## src/verilog/sd_cmd_pkg.sv

```systemverilog
package sd_cmd_pkg;

    // command token geometry
    localparam int CMD_INDEX_W = 6;
    localparam int CMD_ARG_W   = 32;
    localparam int CRC7_W      = 7;
    localparam int CMD_FRAME_W = 48;
    localparam int CRC_SPAN_W  = 40;

    // sd clocks from end bit to response start bit
    localparam int RESP_TIMEOUT = 64;

    typedef logic [CMD_INDEX_W-1:0] cmd_index_t;
    typedef logic [CMD_ARG_W-1:0]   cmd_arg_t;
    typedef logic [CMD_FRAME_W-1:0] cmd_frame_t;

    // crc7 with x^7 + x^3 + 1, msb first
    function automatic logic [CRC7_W-1:0] crc7(input logic [CRC_SPAN_W-1:0] span);
        logic [CRC7_W-1:0] crc;
        logic              fb;
        crc = '0;
        for (int i = CRC_SPAN_W - 1; i >= 0; i--) begin
            fb  = crc[CRC7_W-1] ^ span[i];
            crc = {crc[CRC7_W-2:0], 1'b0};
            if (fb) begin
                crc = crc ^ 7'h09;
            end
        end
        return crc;
    endfunction

endpackage

```

## src/verilog/sd_clock_divider.sv

```systemverilog
module sd_clock_divider #(
    parameter int CLK_DIV = 2
) (
    input  logic s00_axi_aclk_i,
    input  logic rst_n_i,
    output logic sd_clk_o,
    output logic sd_rise_o,
    output logic sd_fall_o
);

    localparam int CNT_W = (CLK_DIV > 1) ? $clog2(CLK_DIV) : 1;

    logic [CNT_W-1:0] cnt_q;
    logic             sd_clk_q;
    logic             toggle;

    // half period elapsed
    assign toggle = (cnt_q == CNT_W'(CLK_DIV - 1));

    always_ff @(posedge s00_axi_aclk_i) begin
        if (!rst_n_i) begin
            cnt_q    <= '0;
            sd_clk_q <= 1'b0;
        end else if (toggle) begin
            cnt_q    <= '0;
            sd_clk_q <= ~sd_clk_q;
        end else begin
            cnt_q <= cnt_q + 1'b1;
        end
    end

    assign sd_clk_o = sd_clk_q;

    // strobe sits in the cycle before the pin changes
    assign sd_rise_o = toggle & ~sd_clk_q;
    assign sd_fall_o = toggle & sd_clk_q;

    strobes_exclusive: assert property (
        @(posedge s00_axi_aclk_i) disable iff (!rst_n_i)
        !(sd_rise_o && sd_fall_o)
    );

endmodule

```

## src/verilog/sd_cmd_framer.sv

```systemverilog
module sd_cmd_framer (
    input  logic                    s00_axi_aclk_i,
    input  logic                    rst_n_i,
    input  logic                    cmd_valid_i,
    output logic                    cmd_ready_o,
    input  sd_cmd_pkg::cmd_index_t  cmd_index_i,
    input  sd_cmd_pkg::cmd_arg_t    cmd_arg_i,
    output logic                    frame_valid_o,
    input  logic                    frame_ready_i,
    output sd_cmd_pkg::cmd_frame_t  frame_o
);

    import sd_cmd_pkg::*;

    logic                   full_q;
    cmd_frame_t             frame_q;
    logic [CRC_SPAN_W-1:0]  span;
    logic [CRC7_W-1:0]      crc;

    // start bit 0, direction bit 1 (host to card)
    assign span = {1'b0, 1'b1, cmd_index_i, cmd_arg_i};
    assign crc  = crc7(span);

    // empty, or draining this cycle
    assign cmd_ready_o = !full_q || frame_ready_i;

    always_ff @(posedge s00_axi_aclk_i) begin
        if (!rst_n_i) begin
            full_q <= 1'b0;
        end else if (cmd_valid_i && cmd_ready_o) begin
            full_q <= 1'b1;
        end else if (frame_ready_i) begin
            full_q <= 1'b0;
        end
    end

    always_ff @(posedge s00_axi_aclk_i) begin
        if (cmd_valid_i && cmd_ready_o) begin
            frame_q <= {span, crc, 1'b1};
        end
    end

    assign frame_valid_o = full_q;
    assign frame_o       = frame_q;

    frame_held_while_stalled: assert property (
        @(posedge s00_axi_aclk_i) disable iff (!rst_n_i)
        frame_valid_o && !frame_ready_i |=> frame_valid_o && $stable(frame_o)
    );

endmodule

```

## src/verilog/sd_cmd_serializer.sv

```systemverilog
module sd_cmd_serializer (
    input  logic                    s00_axi_aclk_i,
    input  logic                    rst_n_i,
    input  logic                    sd_fall_i,
    input  logic                    frame_valid_i,
    output logic                    frame_ready_o,
    input  sd_cmd_pkg::cmd_frame_t  frame_i,
    output logic                    sd_cmd_o,
    output logic                    sd_cmd_oe_o,
    output logic                    listen_valid_o,
    input  logic                    listen_ready_i,
    output sd_cmd_pkg::cmd_index_t  listen_index_o
);

    import sd_cmd_pkg::*;

    localparam int BIT_W = $clog2(CMD_FRAME_W);

    typedef enum logic [1:0] {
        S_IDLE,
        S_WAIT_FALL,
        S_SHIFT,
        S_HAND
    } state_t;

    state_t             state_q;
    cmd_frame_t         shift_q;
    cmd_index_t         index_q;
    logic [BIT_W-1:0]   bit_cnt_q;
    logic               cmd_q;
    logic               oe_q;

    // no new token while the response stage is busy
    assign frame_ready_o = (state_q == S_IDLE) && listen_ready_i;

    always_ff @(posedge s00_axi_aclk_i) begin
        if (!rst_n_i) begin
            state_q   <= S_IDLE;
            bit_cnt_q <= '0;
            cmd_q     <= 1'b1;
            oe_q      <= 1'b0;
        end else begin
            case (state_q)
                S_IDLE: begin
                    if (frame_valid_i && frame_ready_o) begin
                        state_q <= S_WAIT_FALL;
                    end
                end
                S_WAIT_FALL: begin
                    if (sd_fall_i) begin
                        cmd_q     <= shift_q[CMD_FRAME_W-1];
                        oe_q      <= 1'b1;
                        bit_cnt_q <= '0;
                        state_q   <= S_SHIFT;
                    end
                end
                S_SHIFT: begin
                    if (sd_fall_i) begin
                        if (bit_cnt_q == BIT_W'(CMD_FRAME_W - 1)) begin
                            // end bit period done, release the line
                            cmd_q   <= 1'b1;
                            oe_q    <= 1'b0;
                            state_q <= S_HAND;
                        end else begin
                            cmd_q     <= shift_q[CMD_FRAME_W-1];
                            bit_cnt_q <= bit_cnt_q + 1'b1;
                        end
                    end
                end
                default: begin
                    if (listen_ready_i) begin
                        state_q <= S_IDLE;
                    end
                end
            endcase
        end
    end

    // token shifter, msb first
    always_ff @(posedge s00_axi_aclk_i) begin
        if (state_q == S_IDLE && frame_valid_i && frame_ready_o) begin
            shift_q <= frame_i;
            index_q <= frame_i[CMD_FRAME_W-3 -: CMD_INDEX_W];
        end else if (sd_fall_i && (state_q == S_WAIT_FALL || state_q == S_SHIFT)) begin
            shift_q <= {shift_q[CMD_FRAME_W-2:0], 1'b0};
        end
    end

    assign sd_cmd_o       = cmd_q;
    assign sd_cmd_oe_o    = oe_q;
    assign listen_valid_o = (state_q == S_HAND);
    assign listen_index_o = index_q;

    bit_cnt_in_range: assert property (
        @(posedge s00_axi_aclk_i) disable iff (!rst_n_i)
        state_q == S_SHIFT |-> bit_cnt_q < BIT_W'(CMD_FRAME_W)
    );

endmodule

```

## src/verilog/sd_cmd_response_rx.sv

```systemverilog
module sd_cmd_response_rx (
    input  logic                    s00_axi_aclk_i,
    input  logic                    rst_n_i,
    input  logic                    sd_rise_i,
    input  logic                    sd_cmd_i,
    input  logic                    listen_valid_i,
    output logic                    listen_ready_o,
    input  sd_cmd_pkg::cmd_index_t  listen_index_i,
    output logic                    resp_valid_o,
    input  logic                    resp_ready_i,
    output sd_cmd_pkg::cmd_arg_t    resp_arg_o,
    output logic                    resp_crc_ok_o,
    output logic                    resp_index_ok_o,
    output logic                    resp_timeout_o
);

    import sd_cmd_pkg::*;

    localparam int BIT_W = $clog2(CMD_FRAME_W);
    localparam int TMO_W = $clog2(RESP_TIMEOUT);

    typedef enum logic [2:0] {
        R_IDLE,
        R_WAIT,
        R_SHIFT,
        R_CHECK,
        R_DONE
    } state_t;

    state_t             state_q;
    cmd_frame_t         shift_q;
    cmd_index_t         index_q;
    logic [BIT_W-1:0]   bit_cnt_q;
    logic [TMO_W-1:0]   tmo_cnt_q;
    cmd_arg_t           arg_q;
    logic               crc_ok_q;
    logic               index_ok_q;
    logic               timeout_q;
    logic               got_timeout;

    assign got_timeout = (state_q == R_WAIT) && sd_rise_i && sd_cmd_i &&
                         (tmo_cnt_q == TMO_W'(RESP_TIMEOUT - 1));

    always_ff @(posedge s00_axi_aclk_i) begin
        if (!rst_n_i) begin
            state_q   <= R_IDLE;
            bit_cnt_q <= '0;
            tmo_cnt_q <= '0;
        end else begin
            case (state_q)
                R_IDLE: begin
                    if (listen_valid_i) begin
                        tmo_cnt_q <= '0;
                        state_q   <= R_WAIT;
                    end
                end
                R_WAIT: begin
                    if (sd_rise_i) begin
                        if (!sd_cmd_i) begin
                            // start bit counts as the first bit
                            bit_cnt_q <= BIT_W'(1);
                            state_q   <= R_SHIFT;
                        end else if (got_timeout) begin
                            state_q <= R_DONE;
                        end else begin
                            tmo_cnt_q <= tmo_cnt_q + 1'b1;
                        end
                    end
                end
                R_SHIFT: begin
                    if (sd_rise_i) begin
                        if (bit_cnt_q == BIT_W'(CMD_FRAME_W - 1)) begin
                            state_q <= R_CHECK;
                        end else begin
                            bit_cnt_q <= bit_cnt_q + 1'b1;
                        end
                    end
                end
                R_CHECK: begin
                    state_q <= R_DONE;
                end
                default: begin
                    if (resp_ready_i) begin
                        state_q <= R_IDLE;
                    end
                end
            endcase
        end
    end

    always_ff @(posedge s00_axi_aclk_i) begin
        if (state_q == R_IDLE && listen_valid_i) begin
            index_q <= listen_index_i;
        end
        if (sd_rise_i && (state_q == R_WAIT || state_q == R_SHIFT)) begin
            shift_q <= {shift_q[CMD_FRAME_W-2:0], sd_cmd_i};
        end
    end

    // result registers
    always_ff @(posedge s00_axi_aclk_i) begin
        if (got_timeout) begin
            arg_q      <= '0;
            crc_ok_q   <= 1'b0;
            index_ok_q <= 1'b0;
            timeout_q  <= 1'b1;
        end else if (state_q == R_CHECK) begin
            arg_q      <= shift_q[CMD_FRAME_W-9 -: CMD_ARG_W];
            crc_ok_q   <= (crc7(shift_q[CMD_FRAME_W-1 -: CRC_SPAN_W]) == shift_q[CRC7_W:1]);
            index_ok_q <= (shift_q[CMD_FRAME_W-3 -: CMD_INDEX_W] == index_q);
            timeout_q  <= 1'b0;
        end
    end

    // busy from acceptance until the host takes the result
    assign listen_ready_o  = (state_q == R_IDLE);
    assign resp_valid_o    = (state_q == R_DONE);
    assign resp_arg_o      = arg_q;
    assign resp_crc_ok_o   = crc_ok_q;
    assign resp_index_ok_o = index_ok_q;
    assign resp_timeout_o  = timeout_q;

    result_held_while_stalled: assert property (
        @(posedge s00_axi_aclk_i) disable iff (!rst_n_i)
        resp_valid_o && !resp_ready_i |=> resp_valid_o &&
            $stable({resp_arg_o, resp_crc_ok_o, resp_index_ok_o, resp_timeout_o})
    );

endmodule

```

## src/verilog/sd_cmd_host.sv

```systemverilog
module sd_cmd_host #(
    parameter int CLK_DIV = 2
) (
    input  logic                    s00_axi_aclk_i,
    input  logic                    rst_n_i,
    input  logic                    cmd_valid_i,
    output logic                    cmd_ready_o,
    input  sd_cmd_pkg::cmd_index_t  cmd_index_i,
    input  sd_cmd_pkg::cmd_arg_t    cmd_arg_i,
    output logic                    resp_valid_o,
    input  logic                    resp_ready_i,
    output sd_cmd_pkg::cmd_arg_t    resp_arg_o,
    output logic                    resp_crc_ok_o,
    output logic                    resp_index_ok_o,
    output logic                    resp_timeout_o,
    output logic                    sd_clk_o,
    output logic                    sd_cmd_o,
    output logic                    sd_cmd_oe_o,
    input  logic                    sd_cmd_i
);

    import sd_cmd_pkg::*;

    logic       sd_rise;
    logic       sd_fall;
    logic       frame_valid;
    logic       frame_ready;
    cmd_frame_t frame_data;
    logic       listen_valid;
    logic       listen_ready;
    cmd_index_t listen_index;

    sd_clock_divider #(
        .CLK_DIV(CLK_DIV)
    ) sd_clock_divider_i (
        .s00_axi_aclk_i (s00_axi_aclk_i),
        .rst_n_i        (rst_n_i),
        .sd_clk_o       (sd_clk_o),
        .sd_rise_o      (sd_rise),
        .sd_fall_o      (sd_fall)
    );

    sd_cmd_framer sd_cmd_framer_i (
        .s00_axi_aclk_i (s00_axi_aclk_i),
        .rst_n_i        (rst_n_i),
        .cmd_valid_i    (cmd_valid_i),
        .cmd_ready_o    (cmd_ready_o),
        .cmd_index_i    (cmd_index_i),
        .cmd_arg_i      (cmd_arg_i),
        .frame_valid_o  (frame_valid),
        .frame_ready_i  (frame_ready),
        .frame_o        (frame_data)
    );

    sd_cmd_serializer sd_cmd_serializer_i (
        .s00_axi_aclk_i (s00_axi_aclk_i),
        .rst_n_i        (rst_n_i),
        .sd_fall_i      (sd_fall),
        .frame_valid_i  (frame_valid),
        .frame_ready_o  (frame_ready),
        .frame_i        (frame_data),
        .sd_cmd_o       (sd_cmd_o),
        .sd_cmd_oe_o    (sd_cmd_oe_o),
        .listen_valid_o (listen_valid),
        .listen_ready_i (listen_ready),
        .listen_index_o (listen_index)
    );

    sd_cmd_response_rx sd_cmd_response_rx_i (
        .s00_axi_aclk_i  (s00_axi_aclk_i),
        .rst_n_i         (rst_n_i),
        .sd_rise_i       (sd_rise),
        .sd_cmd_i        (sd_cmd_i),
        .listen_valid_i  (listen_valid),
        .listen_ready_o  (listen_ready),
        .listen_index_i  (listen_index),
        .resp_valid_o    (resp_valid_o),
        .resp_ready_i    (resp_ready_i),
        .resp_arg_o      (resp_arg_o),
        .resp_crc_ok_o   (resp_crc_ok_o),
        .resp_index_ok_o (resp_index_ok_o),
        .resp_timeout_o  (resp_timeout_o)
    );

endmodule

```

## config.mk

```make
export PLATFORM = sky130hd
export DESIGN_NAME = sd_cmd_host
export DESIGN_NICKNAME = d
export VERILOG_FILES = /design/src/verilog/sd_cmd_pkg.sv /design/src/verilog/sd_clock_divider.sv /design/src/verilog/sd_cmd_framer.sv /design/src/verilog/sd_cmd_serializer.sv /design/src/verilog/sd_cmd_response_rx.sv /design/src/verilog/sd_cmd_host.sv
export SDC_FILE = /design/constraint.sdc
export NUM_CORES = 1
export LEC_CHECK = 0
export BUFFER_PORTS_ARGS = -buffer_cell sky130_fd_sc_hd__buf_2
export CORE_MARGIN = 1.5
export CORE_UTILIZATION = 40
export CTS_BUF_LIST = sky130_fd_sc_hd__clkbuf_8
export DETAILED_ROUTE_END_ITERATION = 10
export SLEW_MARGIN = 20
export SYNTH_ARGS = -nofsm -noshare
export SYNTH_HDL_FRONTEND = slang
export SYNTH_SLANG_ARGS = --single-unit
```

## constraint.sdc

```tcl
create_clock -name s00_axi_aclk_i -period 4.9 [get_ports s00_axi_aclk_i]
set_input_delay 0.735 -clock s00_axi_aclk_i [delete_from_list [all_inputs] [get_ports s00_axi_aclk_i]]
set_output_delay 0.735 -clock s00_axi_aclk_i [all_outputs]
set_load 0.01 [all_outputs]
```

==> impl_results.md <==
* HPWL after detailed placement at roughly 11 mm
* Row count at between 50 and 60
* Critical Path RT at about 5300 ps
* First-pass GRT wire length at 27.81 mm
* Reg clk slew, reported paths at approximately 60 ps
* Period utilization at 59.93%
* Setup CP Type: reg2reg
* Largest net degree at the start of global routing at 50
* Top_reg_cell synth: edfxtp_1
* Synthesis Warnings at 0
* Global placer's final weighted congestion at around 0.8
* WHS Path Cells at 1
* Synth Instances at between 600 and 700
* Leak Pwr at between 4 and 5 nW
* Ys async rst share at 0%
* CP Launch Type: register
* # IOs at 83
* Worst Hold Class: in2reg
* Status: complete, no violations
* Initial antenna violation count at 0
* Hold_buf cts at 0
* Setup WS pre-CTS at between 1500 and 2000 ps
* Root Buffer: clkbuf_8
* Post-CTS resize count at 0
* Crit path DAT at around 3400 ps
* Worst R2R Setup Slack at 1960 ps
* Final hold violations at 0
* CTS tree: done
* Die height at ~160 microns
* Placed instance count at ~1,100
* Clock Skews at ~18 ps
* Hold_ws at a little over 400 ps
* Total GRT Usage at between 10% and 20%
* Die footprint at 24,260 sq um
* Critical Path Fanout Max at 5
* CTS buffer count at 37
* Vias in the first global route at 5,636
* Setup ws final at between 1500 and 2000 ps
* Headroom to the max-slew limit at between 40 and 50%
* Die width at between 150 and 200 microns
* Tmin final at 2936 ps
* Antenna cells at 0
* Detailed-route via count at 5,383
* Post-Synthesis Cell Area at between 9000 and 10,000 sq um
* Per-cell routed wire length at between 10 and 15 microns
* RSZ-0062 raised after global routing: false
* Final wirelength at between 15 and 20 mm
* Port bufs at 82
* Synthesis-to-finish area growth at 15.48%
* Crit end category: register
* Post-synth EDFFs at 153
* Peak supply drop at between 0.3 and 0.4 mV
* Design Area, Final at about 11,000 sq um
* Clock sink count at approximately 220
* Final Max Tran Viols at 0
* Clock latency on the worst-skew pair at about 520 ps
* Reg2Reg Depth at 8
* 1st-iter DRT viols at about 290
* Gr ovfl total at 0
* Slowest CP cell: edfxtp_1
* Final Instance Count excl. Fillers at approximately 1,100
* Worst slew pin tran at approximately 900 ps
* Total power per unit cell area at roughly 460 nW/um^2
* Fmax at about 340 MHz
* CP cell instances: xnor2_1 -> xnor3_2 -> xnor3_2 -> xnor3_2 -> or3b_1 -> a21boi_1 -> mux2i_1 -> o22ai_1
* Post-CTS setup buffer count at 0
* Layout cells sized above 1 at a little under a quarter
* Post-Syn Area per Cell at roughly 14 sq um
* Synthesis-stage register bit count at ~220
* Max Root-Sink Buffers at 3
* DR pass1 iterations at 4
* Most frequent cells in the layout: edfxtp_1, xnor2_1, buf_2
* Syn Nets at 734
* Sequential-to-total area share from yosys stat at between 60% and 70%
* DR vias/cell at between 4 and 5
* Critical Path Most Common Cell: xnor3_2
* Unique masters post-synth at 46
* Max incr delay on CP at roughly 500 ps
* Pwr Total at between 5 and 6 mW
* Final setup violation count at 0
* Remaining antenna violation count at 0
* Max Cap Violations at 0
* End-of-flow core utilization at between 40% and 50%
* DRC violations left at 0
* Initial Util at around two fifths
* Leading cell type in the layout, fill and taps excluded: edfxtp_1
* Htree depth at 2
* Core area at around 23,000 sq um
* Nets at around 840
* Placed inst area at between 10,000 and 15,000 sq um
* TNS Setup at 0 ps
==> cells by family after synthesis <==
group / synth area share [%]
AND/OR/NAND/NOR: 7.761
buffers and inverters: 1.086
XOR/XNOR: 17.41
multiplexers: 5.979
adder cells (fa/ha/maj): 0.9383
flip-flops: 62.73
AO/OA/AOI/OAI: 4.089
==> flip-flops by register name, indices dropped and copies added, names as in the netlist, 3 cells and up <==
name / flops
sd_cmd_framer_i.frame_o: 45
sd_cmd_response_rx_i.bit_cnt_q: 6
sd_cmd_response_rx_i.index_q: 6
sd_cmd_response_rx_i.resp_arg_o: 32
sd_cmd_response_rx_i.shift_q: 48
sd_cmd_response_rx_i.state_q: 3
sd_cmd_response_rx_i.tmo_cnt_q: 6
sd_cmd_serializer_i.bit_cnt_q: 6
sd_cmd_serializer_i.listen_index_o: 6
sd_cmd_serializer_i.shift_q: 48
==> final cells by class <==
class | count | area [sq um]
multi-input cells | 441 | 3406
flip-flops and latches | 216 | 5856
well taps | 313 | 391.6
repair buffers | 87 | 447.9
fillers | 2026 | 12000
inverters | 6 | 22.52
clock buffers | 39 | 536.8
clock inverters | 27 | 118.9
==> routing by layer <==
metal / part of all wire, % / GRT usage (%) / vias to the layer above / wire (microns)
met4: 2.5 / 5.986 / 0 / 414
met5: 0 / 0 / - / 0
met2: 50 / 25.04 / 131 / 8349
met3: 5.2 / 3.611 / 37 / 883
met1: 43 / 17.17 / 2585 / 7191
li1: - / - / 2630 / -
==> worst paths after layout <==
path	start	end
worst max-delay path	sd_cmd_response_rx_i.shift_q[42]	sd_cmd_response_rx_i.resp_crc_ok_o
worst min-delay path	cmd_arg_i[23]	sd_cmd_framer_i.frame_o[31]
worst max register to register	sd_cmd_response_rx_i.shift_q[42]	sd_cmd_response_rx_i.resp_crc_ok_o
worst min register to register	sd_cmd_serializer_i.listen_index_o[0]	sd_cmd_response_rx_i.index_q[0]
==> synthesized netlist by cell type (2+ instances only) <==
| cell | n | area [sq um] |
|---|---|---|
| a21boi_0 | 2 | 15.01 |
| a21boi_1 | 2 | 15.01 |
| a21o_1 | 2 | 15.01 |
| a21oi_1 | 44 | 220.2 |
| a22oi_1 | 2 | 15.01 |
| and2_1 | 2 | 12.51 |
| and3_1 | 2 | 12.51 |
| buf_1 | 5 | 18.77 |
| clkbuf_1 | 16 | 60.06 |
| dfxtp_1 | 63 | 1261 |
| edfxtp_1 | 153 | 4594 |
| ha_1 | 7 | 87.58 |
| inv_1 | 6 | 22.52 |
| mux2_2 | 46 | 518.0 |
| mux2i_1 | 4 | 40.04 |
| nand2_1 | 81 | 304.0 |
| nand2b_1 | 7 | 43.79 |
| nand3_1 | 10 | 50.05 |
| nand3b_1 | 2 | 15.01 |
| nand4_1 | 10 | 62.56 |
| nor2_1 | 31 | 116.4 |
| nor2b_1 | 3 | 18.77 |
| nor3_1 | 5 | 25.02 |
| nor3b_1 | 2 | 15.01 |
| o21ai_0 | 6 | 30.03 |
| or2_2 | 2 | 12.51 |
| or3_1 | 2 | 12.51 |
| xnor2_1 | 95 | 832.1 |
| xnor3_1 | 13 | 292.8 |
| xnor3_2 | 3 | 71.32 |
| xor2_1 | 41 | 359.1 |
==> worst max-delay path: cells and delay by family, from the launching register on <==
kind | cells | cell delay [ps]
xor gates and xnor gates | 4 | 1590
muxes | 1 | 90
and+or+nand+nor | 1 | 390
AOI/OAI and AO/OA | 2 | 310
DFF | 1 | 500
==> power by group <==
group          internal (mW)  switching, mW
Clock                  0.738          0.706
Combinational          0.575          0.568
Sequential              2.33         0.0913
Power figures use the tool's default switching activity.
